[config.mk]
export PLATFORM = sky130hd
export DESIGN_NAME = nextPcLogic
export DESIGN_NICKNAME = d
export VERILOG_FILES = /design/src/rtl/fetchPkg.sv /design/src/rtl/nextPcLogic.sv
export SDC_FILE = /design/constraint.sdc
export NUM_CORES = 1
export LEC_CHECK = 0
export ABC_AREA = 1
export BUFFER_PORTS_ARGS = -buffer_cell sky130_fd_sc_hd__buf_2
export CAP_MARGIN = 20
export CORE_UTILIZATION = 40
export DETAILED_ROUTE_END_ITERATION = 8
export PLACE_DENSITY = 0.7
export SETUP_SLACK_MARGIN = 0.02
export SYNTH_ARGS = -nofsm -noshare
export SYNTH_HDL_FRONTEND = slang
export SYNTH_SLANG_ARGS = --single-unit
export TNS_END_PERCENT = 1
[constraint.sdc]
create_clock -name vclk -period 5.45
set_input_delay 1.3625 -clock vclk [all_inputs]
set_output_delay 1.3625 -clock vclk [all_outputs]
set_load 0.02 [all_outputs]
[src/rtl/fetchPkg.sv]
// Shared definitions for the instruction-fetch subsystem.
// Covers the kernel-control encoding from coprocessor 0, the exception
// code field, and the opcode and function constants used for
// next-PC classification.

package fetchPkg;

    // kernel control request from coprocessor 0
    typedef enum logic [1:0] {
        kNone  = 2'd0,
        kEntry = 2'd1,
        kEret  = 2'd2
    } kCtrlT;

    // exception code as carried in the cause register
    typedef enum logic [4:0] {
        excNone = 5'd0,
        excAdel = 5'd4
    } excCodeT;

    // primary opcode field, instr[31:26]
    localparam logic [5:0] opSpecial = 6'h00;
    localparam logic [5:0] opRegimm  = 6'h01;
    localparam logic [5:0] opJ       = 6'h02;
    localparam logic [5:0] opJal     = 6'h03;
    localparam logic [5:0] opBeq     = 6'h04;
    localparam logic [5:0] opBne     = 6'h05;
    localparam logic [5:0] opBlez    = 6'h06;
    localparam logic [5:0] opBgtz    = 6'h07;

    // function field of special instructions, instr[5:0]
    localparam logic [5:0] fnJr   = 6'h08;
    localparam logic [5:0] fnJalr = 6'h09;

    // Field positions within an instruction word, for reference:
    //   opcode  [31:26]
    //   target  [25:0]   jump immediate, word address
    //   imm16   [15:0]   branch offset, in words
    //   funct   [5:0]
    // The regimm group (bltz, bgez and their link forms) is classified
    // as a branch as a whole; decCmp carries the actual outcome.

endpackage

[src/rtl/nextPcLogic.sv]
// Next-PC selection for the fetch stage.
// Classifies the decode-stage instruction as sequential, branch,
// immediate jump or register jump, builds the targets, and applies
// kernel entry, exception return and the terminal self-loop on top.

module nextPcLogic
    import fetchPkg::*;
#(
    parameter logic [31:0] kernelEntry = 32'h0000_3800
) (
    input  logic [31:0] pc,
    input  logic [31:0] decInstr,
    input  logic        decCmp,
    input  logic [31:0] decJmpReg,
    input  kCtrlT       kCtrl,
    input  logic [31:0] epc,
    output logic [31:0] nextPc,
    output logic        isJump
);

    typedef enum logic [1:0] {
        selSeq,
        selBranch,
        selJumpImm,
        selJumpReg
    } pcSelT;

    // last word before the kernel text, fetch parks here
    localparam logic [31:0] haltPc = kernelEntry - 32'd4;

    logic [5:0]  opcode;
    logic [5:0]  funct;
    logic        isJumpReg;
    logic        isJumpImm;
    logic        isBranch;
    pcSelT       sel;
    logic [31:0] branchTarget;
    logic [31:0] jumpTarget;

    assign opcode = decInstr[31:26];
    assign funct  = decInstr[5:0];

    assign isJumpReg = (opcode == opSpecial) && (funct == fnJr || funct == fnJalr);
    assign isJumpImm = (opcode == opJ) || (opcode == opJal);
    assign isBranch  = (opcode == opRegimm) || (opcode == opBeq) || (opcode == opBne)
                    || (opcode == opBlez) || (opcode == opBgtz);

    // the next fetch sits in the delay slot of any branch or jump
    assign isJump = isBranch || isJumpImm || isJumpReg;

    always_comb begin
        if (isJumpReg) begin
            sel = selJumpReg;
        end else if (isJumpImm) begin
            sel = selJumpImm;
        end else if (isBranch && decCmp) begin
            sel = selBranch;
        end else begin
            sel = selSeq;
        end
    end

    assign branchTarget = pc + {{14{decInstr[15]}}, decInstr[15:0], 2'b00};
    assign jumpTarget   = {pc[31:28], decInstr[25:0], 2'b00};

    always_comb begin
        if (kCtrl == kEntry) begin
            nextPc = kernelEntry;
        end else if (kCtrl == kEret) begin
            nextPc = {epc[31:2], 2'b00};
        end else if (pc == haltPc) begin
            nextPc = pc;
        end else begin
            case (sel)
                selJumpReg: nextPc = decJmpReg;
                selJumpImm: nextPc = jumpTarget;
                selBranch:  nextPc = branchTarget;
                default:    nextPc = pc + 32'd4;
            endcase
        end
    end

endmodule

Word level (Yosys, flattened, before mapping):

Cells that the tools add are included.

* add/sub/neg operators: 2
* equal/unequal tests: 15
* multiplexer cells: 7
* reduce and logical (&&, ||, !) cells: 11

Operators with widths (count)
* 2-to-1 mux 32 bit: 3
* case mux 32 bit (3 select lines): 1
* adder 32 x 3 -> 32 bit (second input constant): 1
* adder 32 bit: 1
* equality test 32 x 14 -> 1 bit (second input constant): 1
* equality test 6 x 3 -> 1 bit (second input constant): 4
* equality test 6 x 2 -> 1 bit (second input constant): 2
* equality test 6 x 4 -> 1 bit (second input constant): 2
* logical OR 1 bit: 8
* equality test 2 bit (second input constant): 3
* equality test 6 x 1 -> 1 bit (second input constant): 1
* logical NOT 6 bit: 1
* equality test 2 x 1 -> 1 bit (second input constant): 2
* 2-to-1 mux 2 bit: 2
* logical AND 1 bit: 2
* 2-to-1 mux 1 bit: 1

* bits in registers: 0
* bits of input ports: 131
* word-level logic and storage cells: 35

Logic depth before layout (Yosys ltp):

* depth after elaboration: 14
* mapped depth: 22
* gate-level depth less buffers: 22

Worst setup path after synthesis:

OpenSTA, ideal clock, no wires.

* path type: input to output
* from: input port decInstr[30]
* to: output port nextPc[14]
* arrival time: 3670 ps
* setup slack: 417 ps
* stages on the path: 20
* path buffers: 0
* cell sequence: inv_1 -> nand2_1 -> nor2_1 -> nand2_1 -> nor2_1 -> inv_1 -> or2_2 -> ha_1 -> inv_1 -> fa_1 -> inv_1 -> nand3_1 -> nand3_1 -> nand2_1 -> nand3_1 -> nand2_1 -> inv_1 -> o21ai_0 -> nand2_1 -> a21oi_1

* cells in the longest elaborated chain, start to end: 14
* elaborated cells between the ends (all ways): 25

Ends and longest elaborated chain
* start, declared: line nextPcLogic.sv:12 `input logic [31:0] decInstr,`
* equality test 6 x 1 -> 1 bit / equality test 6 x 3 -> 1 bit (equally long branches): line nextPcLogic.sv:45 `assign isBranch = (opcode == opRegimm) || (opcode == opBeq) || (opcode == opBne)`
* logical OR 1 bit (2 in a row): line nextPcLogic.sv:45
* logical OR 1 bit (2 in a row): line nextPcLogic.sv:46 `|| (opcode == opBlez) || (opcode == opBgtz);`
* logical AND 1 bit: line nextPcLogic.sv:56 `end else if (isBranch && decCmp) begin`
* 2-to-1 mux 1 bit: line nextPcLogic.sv:56
* 2-to-1 mux 2 bit: line nextPcLogic.sv:54 `end else if (isJumpImm) begin`
* 2-to-1 mux 2 bit *: line nextPcLogic.sv:52 `if (isJumpReg) begin`
* equality test 2 x 1 -> 1 bit / equality test 2 bit (equally long branches): line nextPcLogic.sv:74 `case (sel)`
* case mux 32 bit (3 select lines) *: line nextPcLogic.sv:74
* 2-to-1 mux 32 bit *: line nextPcLogic.sv:71 `end else if (pc == haltPc) begin`
* 2-to-1 mux 32 bit *: line nextPcLogic.sv:69 `end else if (kCtrl == kEret) begin`
* 2-to-1 mux 32 bit *: line nextPcLogic.sv:67 `if (kCtrl == kEntry) begin`
* end, declared: line nextPcLogic.sv:17 `output logic [31:0] nextPc,`

Every way passes the cells marked *; elsewhere a longest branch is shown, timed or not.

Final worst setup path:

* from: input port decInstr[30]
* to: output port nextPc[25]

Same word-level chain as after synthesis.

==> impl_metrics.yaml <==
floorplan:
  start_util: 0.4202
  rows: 33
  core_area_um2: 8382
  io_pins: 164
  die_x_um: 95.84
  die_y_um: 95.84
  dieArea_um2: 9184
timing:
  fmax_mhz: 189.1
  hold_viol_final: 0
  maxSlewViolCount: 0
  tightest_slew_ns: 0.4974
  rsz0062_at_grt: "yes"
  finalCritPeriodShare: 0.9703
  min_period_ns: 5.288
  slew_headroom: 0.6654
  fin_hold_ws_ns: 3.039
  setup_violations: 0
yosys:
  synthTopCellsByArea: "nand2_1, inv_1, nor2_1, ha_1, a21oi_1"
  yosysTopAreaCell: "nand2_1"
  netlist_instances: 739
  syn_area_per_cell_um2: 4.766
  syn_area_um2: 3522
  yosysUniqueCellTypes: 37
  synth_top_cell_area_share: 0.2472
  synth_seq_area_share: 0
  ys_warn_count: 0
  synth_fp_nets: 900
power_and_ir_drop:
  intPower_mw: 0.1173
  power_density_nw_per_um2: 62.91
  swShare: 0.6097
  seqPwrFrac: 0
  leakage_nw: 2.955
  clock_power_share: 0
  ir_worst_vdd_uv: 51.90
  total_power_mw: 0.3005
  pwr-share-comb: 1.000
  switchingPower_mw: 0.1832
layout:
  nFlopsAndLatches: 0
  drive_gt1_frac: 0.2631
  multi_input_area_um2: 3113
  syn2layout_area_growth_pct: 35.63
  nClkBuffers: 0
  final_nets: 1079
  n_fill_cell: 979
  ff_latch_area_um2: 0
  diodes: 0
  layoutNonFillerInstCount: 1021
  fin_util: 0.5699
outcome:
  outcome: "finished clean"
drt:
  vias: 5343
  first_iter_violations: 373
  wirelength_um: 14410
  met2_length_um: 6644
  firstDrtPassIters: 5
  wl_per_cell_um: 14.12
  top_layer: "met4"
  wl_met1_um: 6223
  ant_nets: 0
  vias_per_cell: 5.233
  met3_length_um: 1160
  drc: 0
critical_path:
  critPathKind: "primary input to primary output"
  startpoint: "decInstr[30]"
  cp-start-kind: "primary input"
  path_cells: "buf_2 > inv_1 > nand2_1 > nor2_1 > nand2_1 > nor2_2 > buf_4 > nand2_1 > inv_1 > buf_12 > ha_1 > nand2_1 > buf_4 > nor2_1 > nand2_1 > nor2_1 > nand2_1 > nand3_1 > nand2_1 > nand3_1 > nand2_1 > a21oi_1 > buf_2"
  worst_path_most_repeated_cell: "nand2_1"
  arrival_ns: 3.93
  cp_max_fo: 14
  required_ns: 4.09
  crit_slowest_cell: "nor2_1"
  max_stage_delay_ns: 0.21
  critPathCaptureType: "primary output"
hold_path:
  hp-class: "primary input to primary output"
  min_from: "epc[30]"
clock_tree:
  holdBufCountCts: 0
grt:
  grt_max_degree: 47
  grt_pass1_wl_um: 21850
  grt_pass1_vias: 4647
  grt.total_usage: 0.3072
  antenna_found_initial: 0
  grt_remaining_overflow: 0
placed_design:
  dp_hpwl_um: 12280
  gp_congestion: 0.9653
  io_buffer_count: 162
  dp.cells: 1020
flow_run:
  drv_cap: 0
path summary, 6_finish.rpt:
| check | endpoint | slack, ns | cells past startpoint |
|---|---|---|---|
| worst max-delay path | nextPc[25] | 0.16 | 23 |
| worst min-delay path | nextPc[30] | 3.04 | 4 |
critical path: cells and delay by family:
kind / cells / cell delay [ns]
adders and majority gates: 1 / 0.20
buffers and inverters: 7 / 0.83
AOI/OAI and AO/OA: 1 / 0.13
and+or+nand+nor: 14 / 1.40
layout by cell type (no fill, tap or decap), drive strengths merged:
cell type	netlist	final
a21o	1	1
a21oi	53	53
a31oi	3	3
a32oi	2	2
and2	2	2
and3	1	1
buf	7	191
clkinv	1	1
fa	1	1
ha	29	29
inv	126	126
nand2	234	234
nand3	49	49
nand3b	2	2
nand4	14	14
nor2	108	108
nor3	6	6
nor3b	1	1
nor4	8	8
o2111ai	2	2
o21ai	49	49
o21bai	4	4
o221ai	2	2
o22ai	20	20
or2	2	2
xor2	5	5
Yosys cell counts:
library cell / number
nand2_1: 232
nand2_2: 2
inv_2: 1
buf_6: 1
o2111ai_1: 2
nor4_1: 7
nor3_2: 1
nor3_4: 1
xor2_1: 5
o21ai_1: 2
nand3_1: 49
fa_1: 1
o221ai_1: 2
a31oi_1: 3
nand4_1: 14
nor3_1: 4
and2_1: 2
o22ai_1: 20
a32oi_1: 2
inv_1: 125
a21o_1: 1
a21oi_1: 53
o21bai_1: 4
nor2_1: 106
clkinv_1: 1
and3_1: 1
buf_2: 5
ha_1: 29
buf_1: 1
nor4_2: 1
o21ai_0: 47
nor3b_2: 1
clkbuf_8: 1
nor2_4: 2
nand3b_1: 2
clkbuf_1: 6
or2_2: 2
power by group through the flow:
stage                     Combinational, mW  Clock, mW  Sequential [mW]
after detailed placement              0.285          0                0
final                                 0.301          0                0
after floorplan                       0.156          0                0
after global placement                0.285          0                0
after global routing                  0.330          0                0
after CTS                             0.286          0                0
cell type report:
| type | count | share of cell area |
|---|---|---|
| well taps | 105 | 0.02750 |
| multi-input cells | 598 | 0.6517 |
| repair buffers | 191 | 0.2211 |
| inverters | 127 | 0.09979 |
routing by layer:
layer,up-vias,global-route usage
li1,2755,-
met2,250,0.5321
met1,2310,0.4100
met5,-,0
met4,0,0.07463
met3,28,0.02370
timing repair:
item | 4_1_cts | 5_1_grt
buffers inserted | 0 | 1
gates resized for setup | 0 | 51
hold endpoints to repair | 0 | 0
setup endpoints to repair | 0 | 24
kinds of logic after synthesis:
kind of cell / after synthesis / share of synthesized area
XOR/XNOR: 5 / 0.01243
adder cells (fa/ha/maj): 30 / 0.1087
AO/OA/AOI/OAI: 136 / 0.2114
buffers and inverters: 141 / 0.1570
AND/OR/NAND/NOR: 427 / 0.5105
stage by stage:
stage / setup TNS (ns) / area, µm² / setup slack (ns)
6_report: 0 / 4777 / 0.1620
5_1_grt: -0.1259 / 4777 / -0.02485
4_1_cts: 0 / 4611 / 0.05703
3_5_place_dp: 0 / 4611 / 0.07456
3_3_place_gp: 0 / 4611 / 0.06922
2_1_floorplan: 0 / 3522 / 0.4174
No activity file was read; power rests on OpenSTA's default activity.
