===== src/rtl/memArbiter.sv =====
// Fixed-priority arbiter for the single instruction-memory port.
// The loader always wins; fetch reads proceed only while no load
// is pending. Steers address, write data and write enable from
// the granted requester.

module memArbiter #(
    parameter int  textWords   = 1024,
    localparam int memAddrBits = $clog2(textWords)
) (
    input  logic                   loadValid,
    input  logic [memAddrBits-1:0] loadAddr,
    input  logic [31:0]            loadData,
    input  logic                   fetchReqValid,
    input  logic [memAddrBits-1:0] fetchReqAddr,
    output logic                   loadReady,
    output logic                   fetchReqReady,
    output logic                   memEn,
    output logic                   memWe,
    output logic [memAddrBits-1:0] memAddr,
    output logic [31:0]            memWdata
);

    logic fetchGrant;

    // loader has priority
    assign loadReady     = loadValid;
    assign fetchReqReady = !loadValid;
    assign fetchGrant    = fetchReqValid && !loadValid;

    assign memEn = loadValid || fetchGrant;
    assign memWe = loadValid;

    always_comb begin
        if (loadValid) begin
            memAddr = loadAddr;
        end else begin
            memAddr = fetchReqAddr;
        end
    end

    // fetch never writes, so write data only comes from the loader
    assign memWdata = loadData;

endmodule


===== config.mk =====
export PLATFORM = sky130hd
export DESIGN_NAME = memArbiter
export DESIGN_NICKNAME = d
export VERILOG_FILES = /design/src/rtl/memArbiter.sv
export SDC_FILE = /design/constraint.sdc
export NUM_CORES = 1
export LEC_CHECK = 0
export BUFFER_PORTS_ARGS = -buffer_cell sky130_fd_sc_hd__buf_2
export CORE_MARGIN = 4
export CORE_UTILIZATION = 23
export DETAILED_ROUTE_END_ITERATION = 10
export PLACE_DENSITY = 0.94
export SYNTH_ARGS = -nofsm -noshare
export SYNTH_HDL_FRONTEND = slang
export SYNTH_SLANG_ARGS = --single-unit

===== constraint.sdc =====
create_clock -name vclk -period 0.8
set_input_delay 0.08 -clock vclk [all_inputs]
set_output_delay 0.08 -clock vclk [all_outputs]
set_load 0.02 [all_outputs]

[Word-level counts from Yosys, hierarchy flattened]
Cells that the tools add are included.
Widths: inputs -> output; s select.
Word-level totals
  register bits after elaboration: 0
  bits of input ports: 54
  logic and storage cells: 4
  output and inout port bits: 46
Cells by class
  reduce and logical (&&, ||, !) cells: 3
  multiplexer cells: 1
Operators with widths (number)
  $mux 10: 1
  $logic_and 1x1->1: 1
  $logic_not 1->1: 1
  $logic_or 1x1->1: 1

[Logic depth before layout (Yosys ltp)]
Gate-level depths: netlist of the first run.
  depth in word-level cells: 3
  mapped depth: 2
  depth with buffers taken out: 1

[Least setup slack after synthesis of the first run]
OpenSTA, ideal clock, no wires.
  path kind: in2out
  from: input loadValid
  to: output memAddr[0]
  cell stages on the path: 2
  required time: 0.720 ns
  buffers on the path: 1
  arrival time: 0.551 ns
  path slack: 0.169 ns
  path through: buf_6 mux2_4
On the way
  word-level cells in the longest chain between the ends: 1
RTL lines
  start: declaration: line 10  | input logic loadValid,
  $mux 10: line 34  | if (loadValid) begin
  end: declaration: line 19  | output logic [memAddrBits-1:0] memAddr,
No other way between the ends.

[Worst setup path in the final report of the first run]
  from: input loadValid
  to: output memAddr[9]
Same word-level chain as after synthesis.

==> summary.txt, run 1 <==
Setup path
  • Crit-path slowest cell: mux2_2
  • CP bufs+invs: 2
  • Crit Path Max Fanout: 13
  • Delay-heaviest family, CP: multiplexers
  • CP arrival: just under 0.7 ns
  • CP peak stage delay: around 0.33 ns
  • CP Launch Type: input port
  • Crit Path Class: in -> out
  • Worst path cell trace: buf_12, mux2_2, buf_2
  • CP endpoint kind: primary output
  • Required time of the worst setup path: slightly above 0.7 ns

Pwr
  • Tot Pwr: around 270 uW
  • Combinational fraction of design power: 1.000
  • Switching Share: 0.488
  • Sw Pwr: ~130 uW
  • LEAKAGE: 0.000232 uW
  • Cell Int Power: 137 uW
  • Clk network pwr share: 0
  • VDD IR max: 0.219 mV
  • PwrDens: about 690 mW/mm^2
  • Seq pwr share: 0

Global route
  • Met2 Usage GRT: 0.139
  • Routing usage on met1: 0.0860
  • Most used routing layer: met2
  • GRT met3 Usage: 0.0534
  • First-pass GRT wire length: between 1500 and 2000 um
  • GRT Overall Usage: 0.0809
  • Initial antenna violation count: 0
  • Largest net degree at the start of global routing: 14
  • Gr ovfl total: 0
  • Vias in the first global route: between 200 and 300

Timing
  • Hold Fails Final Rpt: 0
  • Post-route minimum period: about 0.76 ns
  • Worst Max-Slew Pin Slew: ~0.14 ns
  • Final critical-path share of the clock period: 0.950
  • Unrepaired setup endpoints after global routing: false
  • Min Hold Slack: between 0.15 and 0.2 ns
  • Slew HR: 0.909
  • Fin. max-slew vios: 0
  • Final setup fails: 0
  • Max frequency: roughly 1.3 GHz

Yosys
  • Syn avg cell area: between 8 and 9 um^2
  • Register area share after synthesis: 0
  • Mapped Cells: between 40 and 50
  • YS warnings: 0
  • Syn nets: slightly above 100
  • Post-synthesis cell area: around 420 um^2
  • Unique masters post-synth: 6

Place
  • DP HPWL: roughly 1100 um
  • GPL Wtd Cong: about 0.65
  • Placed cell count: between 70 and 80
  • IO buf count: 36

Routing
  • Antenna-violating nets left: 0
  • DR vias/cell: between 3 and 4
  • Residual DRC: 0
  • Final wirelength: 1130 um
  • DRT iter0 DRCs: 0
  • Pre-antenna DRT Iters: 1
  • Vias: around 270
  • Wire per inst: ~15 um

Final layout
  • Fraction of layout cells with a size suffix above 1: 0.959
  • Post-route insts no fill: 74
  • Nets: ~110
  • Seq cells: 0
  • Clock buffers: 0
  • Area growth, synth to finish: -7.76%
  • ANT cells: 0
  • FF/Latch Area: 0 um^2

Floorplanning
  • I/O Pins: 100
  • Rows: 15
  • Die ar.: roughly 0.0026 mm^2
  • Core Box Area: 0.00173 mm^2
  • Starting density of the core: 0.243
  • Die Ht: between 50 and 60 um
  • Die Width: approximately 51 um

Job
  • Max-cap violations: 0

Clocking
  • Post-CTS setup buffers: 0

Run status
  • Outcome: finished clean

Min path
  • Hold Path Class: in -> out
[cells in the mapped netlist (all sizes together)]
cell / n / area (um^2)
or2: 1 / 6.26
inv: 1 / 3.75
buf: 35 / 267
mux2: 10 / 143
[layer usage]
layer / vias to the layer above / wire length, um
met5: - / 0
met1: 107 / 445
li1: 120 / -
met4: 0 / 0
met3: 0 / 240
met2: 47 / 448
[power groups by stage]
stage | logic, uW | clock network, uW | registers (uW)
after detailed placement | 262 | 0 | 0
after CTS | 268 | 0 | 0
after global routing | 285 | 0 | 0
after floorplan | 391 | 0 | 0
after global placement | 259 | 0 | 0
final | 268 | 0 | 0
[final timing paths]
path / from / to / slack (ns) / cells after the start
max: loadValid / memAddr[9] / 0.04 / 3
min: loadData[17] / memWdata[17] / 0.16 / 0
[cells in the final DEF (no fill, tap or decap)]
master and instances:
inv_1 1, or2_1 1, mux2_4 8, buf_12 1
buf_4 1, buf_2 35, mux2_2 2
[final cells by class]
| cell class | instances | area, um^2 |
|---|---|---|
| Timing Repair Buffer | 37 | 203 |
| Inverter | 1 | 3.75 |
| Tap cell | 25 | 31.3 |
| Multi-Input combinational cell | 11 | 149 |
| Fill cell | 214 | 1340 |
[repair_timing]
item | CTS | global route
gates cloned | 0 | 0
hold endpoints to repair | 0 | 0
resized for setup | 3 | 1
endpoints found under the setup margin | 10 | 1
hold buffers | 0 | 0
[kinds of logic (layout without fill, tap and decap cells)]
logic type / after synthesis / count (layout) / synth area share
buffers and inverters: 36 / 38 / 0.645
and+or+nand+nor: 1 / 1 / 0.0149
muxes: 10 / 10 / 0.340
[per-stage QoR]
stage	util	setup WS [ns]	area, um^2	TNS (ns)
after floorplan	-	0.169	419	0
after CTS	0.221	0.0158	382	0
after global routing	0.224	0.0132	387	0
final	0.224	0.0403	387	0
after detailed placement	0.215	-0.165	372	-1.45
after global placement	0.215	-0.150	372	-1.25
(Power assumes the default switching activity.)
==> inputs of run 2 (changes only) <==
ABC_AREA = 1   (was unset)
PLACE_DENSITY = 0.95   (was 0.94)
==> run 2 against run 1 <==
Effect of this change:
- cell area shrank 13%
- combinational power down 15%
- die area decreased by 4.5%
- utilization down 0.80 points
- highest routed layer is now met4
- cell count up 15%
- power shrank 15%
- largest cell class unchanged
- non-clock buffer count unchanged
- first-iteration DRC count grew 2
- wire length is 19% lower
- flip-flop and latch count is the same
- clock-buffer cell count is the same
- synthesized cell count is 45% higher
==> summary.txt, run 2 <==
Run status
  • Outcome: finished clean

Place
  • IO buf count: 36 (unchanged)
  • GPL Wtd Cong: 0.762 (+17%)
  • DP HPWL: 794 um (-27%)
  • Placed cell count: 85 (+15%)
  • Dpl ws: 0.0574 ns (+0.222 ns)

Timing
  • TNS Setup: 0 ns (unchanged)
  • Post-route minimum period: 0.760 ns (-0.000147 ns)
  • Final critical-path share of the clock period: 0.949 (about the same)
  • Final Worst Setup Slack: 0.0404 ns (+0.000147 ns)
  • Final setup fails: 0 (unchanged)
  • Unrepaired setup endpoints after global routing: false
  • Fin. max-slew vios: 0 (unchanged)
  • Slew HR: 0.908 (-0.00180)
  • Hold Fails Final Rpt: 0 (unchanged)
  • Worst Max-Slew Pin Slew: 0.138 ns (+0.00177 ns)
  • Min Hold Slack: 0.160 ns (unchanged)
  • Max frequency: 1.32 GHz (about the same)

Yosys
  • Largest cells by area after synthesis: buf_4 66%, nand2_1 28%, buf_6 2.8%
  • Syn nets: 122 (+21%)
  • Most common cell in the netlist: buf_4
  • Mapped Cells: 68 (+45%)
  • Post-synthesis cell area: 397 um^2 (-5.4%)
  • Most frequent cells after synthesis: 35 x buf_4, 30 x nand2_1, 1 x buf_6, 1 x inv_2, 1 x or2_2
  • YS warnings: 0 (unchanged)
  • Unique masters post-synth: 5 (-1)
  • Syn avg cell area: 5.83 um^2 (-35%)
  • Cell taking the most area after synthesis: buf_4
  • Post-synth top area share: 0.662 (+0.0535)
  • Register area share after synthesis: 0 (unchanged)

Final layout
  • Area growth, synth to finish: -15.1%
  • Clock buffers: 0 (unchanged)
  • ANT cells: 0 (unchanged)
  • Post-route insts no fill: 85 (+15%)
  • Most common cell after layout, fill and taps aside: buf_2
  • Seq cells: 0 (unchanged)
  • Fraction of layout cells with a size suffix above 1: 0.565 (-0.394)
  • FF/Latch Area: 0 um^2 (unchanged)
  • Commonest cells after routing, fill and taps aside: 36 x buf_2, 30 x nand2_1, 1 x inv_4, 1 x or2_2, 1 x buf_6
  • Nets: 125 (+19%)

Floorplanning
  • Starting density of the core: 0.254 (+0.0117)
  • Rows: 14 (-1)
  • Die Ht: 49.5 um (-2.3%)
  • Die ar.: 0.00245 mm^2 (-4.5%)
  • I/O Pins: 100 (unchanged)
  • Core Box Area: 0.00156 mm^2 (-9.7%)
  • Die Width: 49.5 um (-2.3%)

Routing
  • Antenna-violating nets left: 0 (unchanged)
  • DRT iter0 DRCs: 2 (+2)
  • DR vias/cell: 4.00 (+8.0%)
  • Wire per inst: 10.8 um (-30%)
  • Pre-antenna DRT Iters: 3 (+2)
  • Final wirelength: 917 um (-19%)
  • Vias: 340 (+24%)
  • Residual DRC: 0 (unchanged)

Setup path
  • CP Launch Type: input port
  • Required time of the worst setup path: 0.72 ns (about the same)
  • CP dominant cell by count: buf_2
  • Worst path cell trace: buf_2, or2_2, buf_2
  • Crit Path Max Fanout: 7 (-6)
  • CP peak stage delay: 0.29 ns (-0.04 ns)
  • Delay-heaviest family, CP: buffers and inverters
  • CP arrival: 0.68 ns (about the same)
  • Crit Path Class: in -> out
  • CP endpoint kind: primary output
  • CP bufs+invs: 2 (unchanged)
  • Crit-path slowest cell: or2_2

Global route
  • Vias in the first global route: 290 (+5.5%)
  • GRT Overall Usage: 0.0626 (-0.0183)
  • Largest net degree at the start of global routing: 12 (-2)
  • Initial antenna violation count: 0 (unchanged)
  • First-pass GRT wire length: 1330 um (-15%)
  • Gr ovfl total: 0 (unchanged)

Min path
  • Hold Path Class: in -> out
  • Hold Startpoint: loadData[12]
  • Hold Path Sink: memWdata[12]
  • Hold Path Cell Cnt: 0 (unchanged)

Job
  • Max-cap violations: 0 (unchanged)

Clocking
  • Resized cells post-CTS: 0 (-3)
  • Hold_buf cts: 0 (unchanged)
  • Post-CTS setup buffers: 0 (unchanged)

Pwr
  • LEAKAGE: 0.000244 uW (+5.2%)
  • VDD IR max: 0.291 mV (+33%)
  • Tot Pwr: 229 uW (-15%)
  • PwrDens: 680 mW/mm^2 (-2.0%)
-- run 2: cell types whose count changed after synthesis --
cell	before	now
nand2_1	0	30
mux2_4	8	0
mux2_2	2	0
buf_4	34	35
inv_1	1	0
inv_2	0	1
or2_1	1	0
or2_2	0	1
-- run 2: how the worst max path moves through the flow --
stage,from,to,slack (ns),cells after the start
after floorplan,loadValid,memAddr[0],0.26,4
after global placement,loadValid,memEn,0.06,3
after detailed placement,loadValid,memEn,0.06,3
after CTS,loadValid,memEn,0.06,3
after global routing,loadValid,memAddr[6],0.01,5
final,loadValid,memEn,0.04,3
-- run 2: cell families (layout without fill, tap and decap cells) --
| group | count (synthesis) | in the layout | synth area share |
|---|---|---|---|
| buffers and inverters | 37 | 38 | 0.700 |
| and+or+nand+nor | 31 | 31 | 0.300 |
-- run 2: power breakdown --
| part | internal [uW] | switching, uW |
|---|---|---|
| clock | 0 | 0 |
| sequential | 0 | 0 |
| combinational | 95.4 | 133 |
-- run 2: final cells by class --
class | count | area, um^2
fillers | 178 | 1220
inverters | 1 | 6.26
multi-input cells | 31 | 119
well taps | 16 | 20.0
repair buffers | 37 | 191
-- run 2: metal layers --
metal / track usage / wire [um] / part of all wire / vias to the layer above
met1: 0.0598 / 274 / 0.30 / 142
met4: 0.0276 / 9 / 0.0098 / 0
li1: - / - / - / 170
met5: 0 / 0 / 0 / -
met2: 0.121 / 490 / 0.53 / 22
met3: 0.0181 / 142 / 0.15 / 6
-- run 2: stage by stage --
| stage | utilization | instance area (um^2) |
|---|---|---|
| 2_1_floorplan | - | 397 |
| 3_3_place_gp | 0.212 | 330 |
| 3_5_place_dp | 0.212 | 330 |
| 4_1_cts | 0.212 | 330 |
| 5_1_grt | 0.216 | 337 |
| 6_report | 0.216 | 337 |
