--- src/rtl/fetchPkg.sv ---
// Shared definitions for the instruction-fetch subsystem.
// Covers the kernel-control encoding from coprocessor 0, the exception
// code field, and the opcode and function constants used for
// next-PC classification.

package fetchPkg;

    // kernel control request from coprocessor 0
    typedef enum logic [1:0] {
        kNone  = 2'd0,
        kEntry = 2'd1,
        kEret  = 2'd2
    } kCtrlT;

    // exception code as carried in the cause register
    typedef enum logic [4:0] {
        excNone = 5'd0,
        excAdel = 5'd4
    } excCodeT;

    // primary opcode field, instr[31:26]
    localparam logic [5:0] opSpecial = 6'h00;
    localparam logic [5:0] opRegimm  = 6'h01;
    localparam logic [5:0] opJ       = 6'h02;
    localparam logic [5:0] opJal     = 6'h03;
    localparam logic [5:0] opBeq     = 6'h04;
    localparam logic [5:0] opBne     = 6'h05;
    localparam logic [5:0] opBlez    = 6'h06;
    localparam logic [5:0] opBgtz    = 6'h07;

    // function field of special instructions, instr[5:0]
    localparam logic [5:0] fnJr   = 6'h08;
    localparam logic [5:0] fnJalr = 6'h09;

    // Field positions within an instruction word, for reference:
    //   opcode  [31:26]
    //   target  [25:0]   jump immediate, word address
    //   imm16   [15:0]   branch offset, in words
    //   funct   [5:0]
    // The regimm group (bltz, bgez and their link forms) is classified
    // as a branch as a whole; decCmp carries the actual outcome.

endpackage

--- src/rtl/fetchStage.sv ---
// Fetch stage: program counter, address range and alignment check,
// single outstanding memory read, and the output slot to decode.
// Illegal addresses fill the slot with an address-error entry
// without touching memory.

module fetchStage
    import fetchPkg::*;
#(
    parameter logic [31:0] textBase  = 32'h0000_3000,
    parameter int          textWords = 1024,
    localparam int         memAddrBits = $clog2(textWords)
) (
    input  logic                   clk,
    input  logic                   reset,
    input  logic [31:0]            nextPc,
    input  logic                   isJump,
    input  logic                   fetchReqReady,
    input  logic [31:0]            memRdata,
    input  logic                   outReady,
    output logic [31:0]            pc,
    output logic                   fetchReqValid,
    output logic [memAddrBits-1:0] fetchReqAddr,
    output logic                   outValid,
    output logic [31:0]            outInstr,
    output logic [31:0]            outPc,
    output excCodeT                outExc,
    output logic                   outDelaySlot
);

    localparam logic [31:0] textBytes = 32'(textWords * 4);

    logic [31:0] offset;
    logic        legal;
    logic        slotFree;
    logic        inFlight;
    logic        reqFire;
    logic        addrErr;
    logic        writeSlot;

    // below textBase the subtraction wraps to a large offset
    assign offset   = pc - textBase;
    assign legal    = (offset < textBytes) && (pc[1:0] == 2'b00);
    assign slotFree = !outValid || outReady;

    assign fetchReqValid = legal && slotFree && !inFlight;
    assign fetchReqAddr  = offset[memAddrBits+1:2];
    assign reqFire       = fetchReqValid && fetchReqReady;

    assign addrErr   = !legal && slotFree && !inFlight;
    assign writeSlot = inFlight || addrErr;

    always_ff @(posedge clk) begin
        if (reset) begin
            pc       <= textBase;
            inFlight <= 1'b0;
            outValid <= 1'b0;
        end else begin
            // read data is back one cycle after the grant
            inFlight <= reqFire;
            if (writeSlot) begin
                outValid <= 1'b1;
                pc       <= nextPc;
            end else if (outReady) begin
                outValid <= 1'b0;
            end
        end
    end

    // slot payload
    always_ff @(posedge clk) begin
        if (writeSlot) begin
            outPc        <= pc;
            outDelaySlot <= isJump;
            if (inFlight) begin
                outInstr <= memRdata;
                outExc   <= excNone;
            end else begin
                outInstr <= '0;
                outExc   <= excAdel;
            end
        end
    end

    // a stalled slot keeps its entry until decode takes it
    assert property (@(posedge clk) disable iff (reset)
        outValid && !outReady |=> outValid && $stable(outInstr) && $stable(outPc)
            && $stable(outExc) && $stable(outDelaySlot))
        else $error("fetch slot changed while stalled");

    // a request blocked by the loader stays up with the same address
    assert property (@(posedge clk) disable iff (reset)
        fetchReqValid && !fetchReqReady |=> fetchReqValid && $stable(fetchReqAddr))
        else $error("blocked fetch request dropped or changed its address");

endmodule

--- config.mk ---
export PLATFORM = sky130hd
export DESIGN_NAME = fetchStage
export DESIGN_NICKNAME = d
export VERILOG_FILES = /design/src/rtl/fetchPkg.sv /design/src/rtl/fetchStage.sv
export SDC_FILE = /design/constraint.sdc
export NUM_CORES = 1
export LEC_CHECK = 0
export ABC_AREA = 1
export BUFFER_PORTS_ARGS = -buffer_cell sky130_fd_sc_hd__buf_2
export CAP_MARGIN = 20
export CORE_AREA = 2 2 101 103
export CTS_CLUSTER_SIZE = 12
export DETAILED_ROUTE_END_ITERATION = 8
export DIE_AREA = 0 0 103 105
export PLACE_DENSITY = 0.75
export SLEW_MARGIN = 10
export SYNTH_ARGS = -nofsm -noshare
export SYNTH_HDL_FRONTEND = slang
export SYNTH_SLANG_ARGS = --single-unit
--- constraint.sdc ---
create_clock -name clk -period 6.39 [get_ports clk]
set_input_delay 0.9585 -clock clk [delete_from_list [all_inputs] [get_ports clk]]
set_output_delay 0.9585 -clock clk [all_outputs]
set_load 0.02 [all_outputs]
* After elaboration in Yosys (flattened, before gate mapping) *
Index checks and enable logic that the tools add are counted.

storage, ports and cells
  register bits after elaboration = 104
  latch bits = 0
  memory bits (writable) = 0
  ROM bits = 0
  bits of input ports = 69
  output and inout port bits = 114
  logic and storage cells = 25
  memories = 0

cells by class
  $add $sub $neg = 1
  $mul = 0
  divide/modulo/power cells = 0
  order comparisons = 1
  equal/unequal tests = 0
  shifts and indexed selects = 0
  mux-type cells = 3
  bitwise logic cells = 0
  reduce and logical (&&, ||, !) cells = 13

operators by type and width
  cell                                                          number
  less-than comparator 32 x 13 -> 1 bit, second input constant  1
  subtractor 32 x 14 -> 32 bit, second input constant           1
  logical AND 1 bit                                             6
  zero test 1 bit                                               3
  two-way mux 3 bit                                             1
  zero test 2 bit                                               1
  logical OR 1 bit                                              2
  two-way mux 1 bit                                             2
  nonzero test 2 bit                                            1

* Depth between registers and ports, before layout *
  word-level depth = 8
  depth in mapped cells = 14
  depth with buffers taken out = 13

* Worst setup path after synthesis *
No wires, ideal clock.

  kind = input to register
  start point = in outReady
  end point = reg outDelaySlot, enable pin
  data arrival time = 2.472 ns
  path slack = 3.202 ns
  stages on the path = 4
  cells stage by stage = nor2_1 > inv_1 > nand2_8 > nand2_1

between the ends
  longest elaborated chain between the ends = 4

RTL lines
  element                         line              RTL
  start, declared                 fetchStage.sv:19  input logic outReady,
  logical OR 1 bit                fetchStage.sv:43  assign slotFree = !outValid || outReady;
  logical AND 1 bit (2 in a row)  fetchStage.sv:49  assign addrErr = !legal && slotFree && !inFlight;
  logical OR 1 bit                fetchStage.sv:50  assign writeSlot = inFlight || addrErr;
  net writeSlot                   fetchStage.sv:38  logic writeSlot;
  end signal, assigned            fetchStage.sv:73  outDelaySlot <= isJump;
  end, declared                   fetchStage.sv:27  output logic outDelaySlot

The timed path passes the listed nets, and every way through them passes these cells.
A chain may end at the register's enable or synchronous reset.

* Final worst setup path *
  start point = reg pc[16]
  end point = out fetchReqValid

between the ends
  longest elaborated chain between the ends = 5

RTL lines
  element                                line              RTL
  start, declared                        fetchStage.sv:20  output logic [31:0] pc,
  start signal, assigned                 fetchStage.sv:54  pc <= textBase;
  start signal, assigned                 fetchStage.sv:62  pc <= nextPc;
  subtractor 32 x 14 -> 32 bit           fetchStage.sv:41  assign offset = pc - textBase;
  less-than comparator 32 x 13 -> 1 bit  fetchStage.sv:42  assign legal = (offset < textBytes) && (pc[1:0] == 2'b00);
  logical AND 1 bit                      fetchStage.sv:42
  logical AND 1 bit (2 in a row)         fetchStage.sv:45  assign fetchReqValid = legal && slotFree && !inFlight;
  end, declared                          fetchStage.sv:21  output logic fetchReqValid,

No other way between the ends.

==> out/metrics.csv <==
stage,metric,value,unit
status,outcome,completed,
cts,TritonCTS Buffers,9,
grt,GRT overflow,0,
synth,synth unique cells,24,
floorplanning,die width,103,um
setup_path,Worst Path Arrival,2030,ps
floorplanning,Core Area,0.00964,sq mm
synth,post-synthesis compound-gate area fraction,0.0381,
synth,largest family of logic cells by synthesized area,simple AND/OR/NAND/NOR gates,
hold_path,Hold Path Stages,0,
floorplanning,row cnt,36,
routing,first-pass detailed-route iteration total,5,
floorplanning,Die Footprint,0.0108,sq mm
power_and_ir_drop,Net Sw Frac,0.280,
setup_path,CP Launch Type,register,
sta,"Hold Vio Cnt, Final",0,
grt,M1 GR Usage,0.202,
setup_path,largest fanout on the critical path,6,
cts,clock edge transition at the registers on the reported setup and hold paths,100,ps
synth,Syn Area/Cell,9.75,sq um
setup_path,worst setup path class,register to primary output,
grt,met3 Usage GRT,0.0321,
routing,Residual DRC,0,
layout,Layout area overhead,24.4,%
sta,Setup TNS,0,ps
setup_path,max incr delay on CP,370,ps
synth,adder-cell area share of the yosys netlist,0,
power_and_ir_drop,pwr/cell area,259,mW/mm^2
routing,DRT Wirelength,9.47,mm
cts,CTS Hold Bufs,0,
setup_path,CP max-delay cell,dfxtp_1,
power_and_ir_drop,Comb pwr share,0.155,
placement,DP HPWL,6.73,mm
cts,H-tree levels,3,
grt,initial antenna violation count,0,
routing,DR WL/cell,12.9,um
synth,"Warnings, synthesis",0,
power_and_ir_drop,Sw Pwr,0.384,mW
layout,most frequent cells in the layout,"buf_2 (178), nand2_1 (91), inv_1 (70), edfxtp_1 (66), nor2_1 (45)",
setup_path,CP Data Required Time,5430,ps
grt,number of global-route vias before repair,3101,
placement,PortBufs,178,
layout,antenna cells,0,
setup_path,cell breakdown of the critical path,nor2_4 > nand2_1 > nor2_4 > nand3_1 > nand2_1 > nand2_2 > nor2_4 > nand4_4 > nor3_1 > buf_2,
cts,clock root cell,clkbuf_8,
synth,mux cell area share after synthesis,0,
power_and_ir_drop,Leakage Power,2.82,nW
power_and_ir_drop,sequential power share,0.554,
synth,Post-Synth Simple-Gate Area,0.215,
grt,first-pass GRT wire length,14.4,mm
cts,CTS tree,yes,
floorplanning,die height,105,um
sta,min cycle time layout,2990,ps
routing,1st-iter DRT viols,153,
sta,Slew @ Worst Pin,1040,ps
sta,Final period util,0.468,
layout,fraction of layout cells with a size suffix above 1,0.359,
sta,final worst slack,3400,ps
hold_path,Hold Path Class,register to register,
synth,register area share after synthesis,0.624,
layout,NumNets Final,668,
cts,Post-CTS Setup Bufs,0,
floorplanning,Initial Util,0.443,
placement,GPL Wtd Cong,0.837,
cts,CTS sink cnt,100,
sta,worst hold slack,482,ps
setup_path,CP most frequent cell,nor2_4,
synth,Synth Area in XOR/XNOR,0,
routing,Final ANT Viol Nets,0,
grt,M2 GR Usage,0.291,
sta,final clock skew,13.4,ps
placement,dpl ws,3610,ps
sta,fmax,335,MHz
layout,"commonest non-fill, non-tap cell in the layout",buf_2,
power_and_ir_drop,Clock Power Share,0.291,
cts,clk_lat worst skew,360,ps
grt,Total Routing Usage GR,0.171,
layout,Filler Cell Count,893,
synth,Post-Syn Area,0.00427,sq mm
cts,clock buffer depth,2,
routing,drt via density,4.56,
cts,# resized after CTS,0,
power_and_ir_drop,VDD IR max,0.000108,V
floorplanning,I/O pin count,183,
grt,GR peak layer,met2,
sta,pins over their slew limit,0,
sta,RSZ-0062 raised after global routing,false,
setup_path,critical path endpoint category,primary output,
routing,Vias,3361,
setup_path,R2R cell count,9,
sta,Setup Viol. Count Final,0,
grt,largest net degree at the start of global routing,69,
synth,Cells after Synth,438,
power_and_ir_drop,internal power,0.990,mW
synth,flop and latch count out of synthesis,100,
sta,Max-slew headroom,0.309,
job,Max-Cap Viols,0,
[cell type report]
class,count,area [sq um],area share
Tap cell,133,166,0.0313
Multi-Input combinational cell,237,1100,0.208
Sequential cell,100,2660,0.501
Clock inverter,6,70.1,0.0132
Clock buffer,10,128,0.0240
Timing Repair Buffer,180,913,0.172
Inverter,71,267,0.0502
[metrics by stage]
| step | total power [mW] | utilization | area [sq um] | instances |
|---|---|---|---|---|
| after floorplan | 0.918 | - | 4280 | 441 |
| after global placement | 0.986 | 0.529 | 5100 | 720 |
| after detailed placement | 0.991 | 0.529 | 5100 | 720 |
| after CTS | 1.39 | 0.549 | 5300 | 736 |
| after global routing | 1.44 | 0.551 | 5310 | 737 |
| final | 1.37 | 0.551 | 5310 | 737 |
[path summary, 6_finish.rpt]
| check | slack [ps] | end | startpoint |
|---|---|---|---|
| setup reg to reg | 3750 | outPc[30] | pc[28] |
| setup / recovery | 3400 | fetchReqValid | pc[16] |
| hold reg to reg | 480 | outPc[3] | pc[3] |
| hold / removal | 480 | outPc[3] | pc[3] |
[critical path, delay by kind of cell (launching register included)]
kind | cells | cell delay, ps
DFF | 1 | 370
buffers and inverters | 1 | 210
and+or+nand+nor | 9 | 1110
[layer usage]
metal | part of all wire | vias to the layer above
met4 | 0.034 | 0
met1 | 0.41 | 1503
met3 | 0.072 | 28
met5 | 0 | -
li1 | - | 1689
met2 | 0.49 | 141
[power by group through the flow]
stage          logic, mW  clock network [mW]  registers [mW]
6_report           0.213               0.401           0.761
3_3_place_gp       0.211                   0           0.774
2_1_floorplan     0.0902                   0           0.828
3_5_place_dp       0.215                   0           0.776
5_1_grt            0.232               0.439           0.767
4_1_cts            0.215               0.415           0.762
[sequential cells by signal, summed over array words and instances, names as in the netlist]
name and flops:
inFlight 1, outDelaySlot 1, outExc 1, outInstr 32, outPc 32, outValid 1
pc 32
[kinds of logic (layout without fill, tap and decap cells)]
group                  count (synthesis)  count (layout)
other                                  1               4
buffers and inverters                104             267
and+or+nand+nor                      202             202
DFF                                  100             100
AOI/OAI and AO/OA                     31              31
[Yosys cell counts]
cell / instances / share of area
conb_1: 1 / 0.00088
inv_2: 1 / 0.00088
nand4_4: 1 / 0.0050
dfxtp_1: 34 / 0.16
buf_8: 4 / 0.014
buf_1: 3 / 0.0026
edfxtp_1: 66 / 0.46
buf_4: 18 / 0.032
a21oi_2: 2 / 0.0041
clkbuf_1: 4 / 0.0035
nand2_8: 1 / 0.0047
buf_6: 2 / 0.0053
buf_2: 2 / 0.0023
nand2_1: 92 / 0.081
nand2_2: 6 / 0.0088
inv_1: 70 / 0.062
nor4_1: 1 / 0.0015
nand3_1: 41 / 0.048
nor2_1: 45 / 0.040
nor3_1: 3 / 0.0035
nor2_4: 5 / 0.013
nor2_2: 5 / 0.0073
nand4_1: 2 / 0.0029
a21oi_1: 29 / 0.034
(Power assumes the default switching activity.)
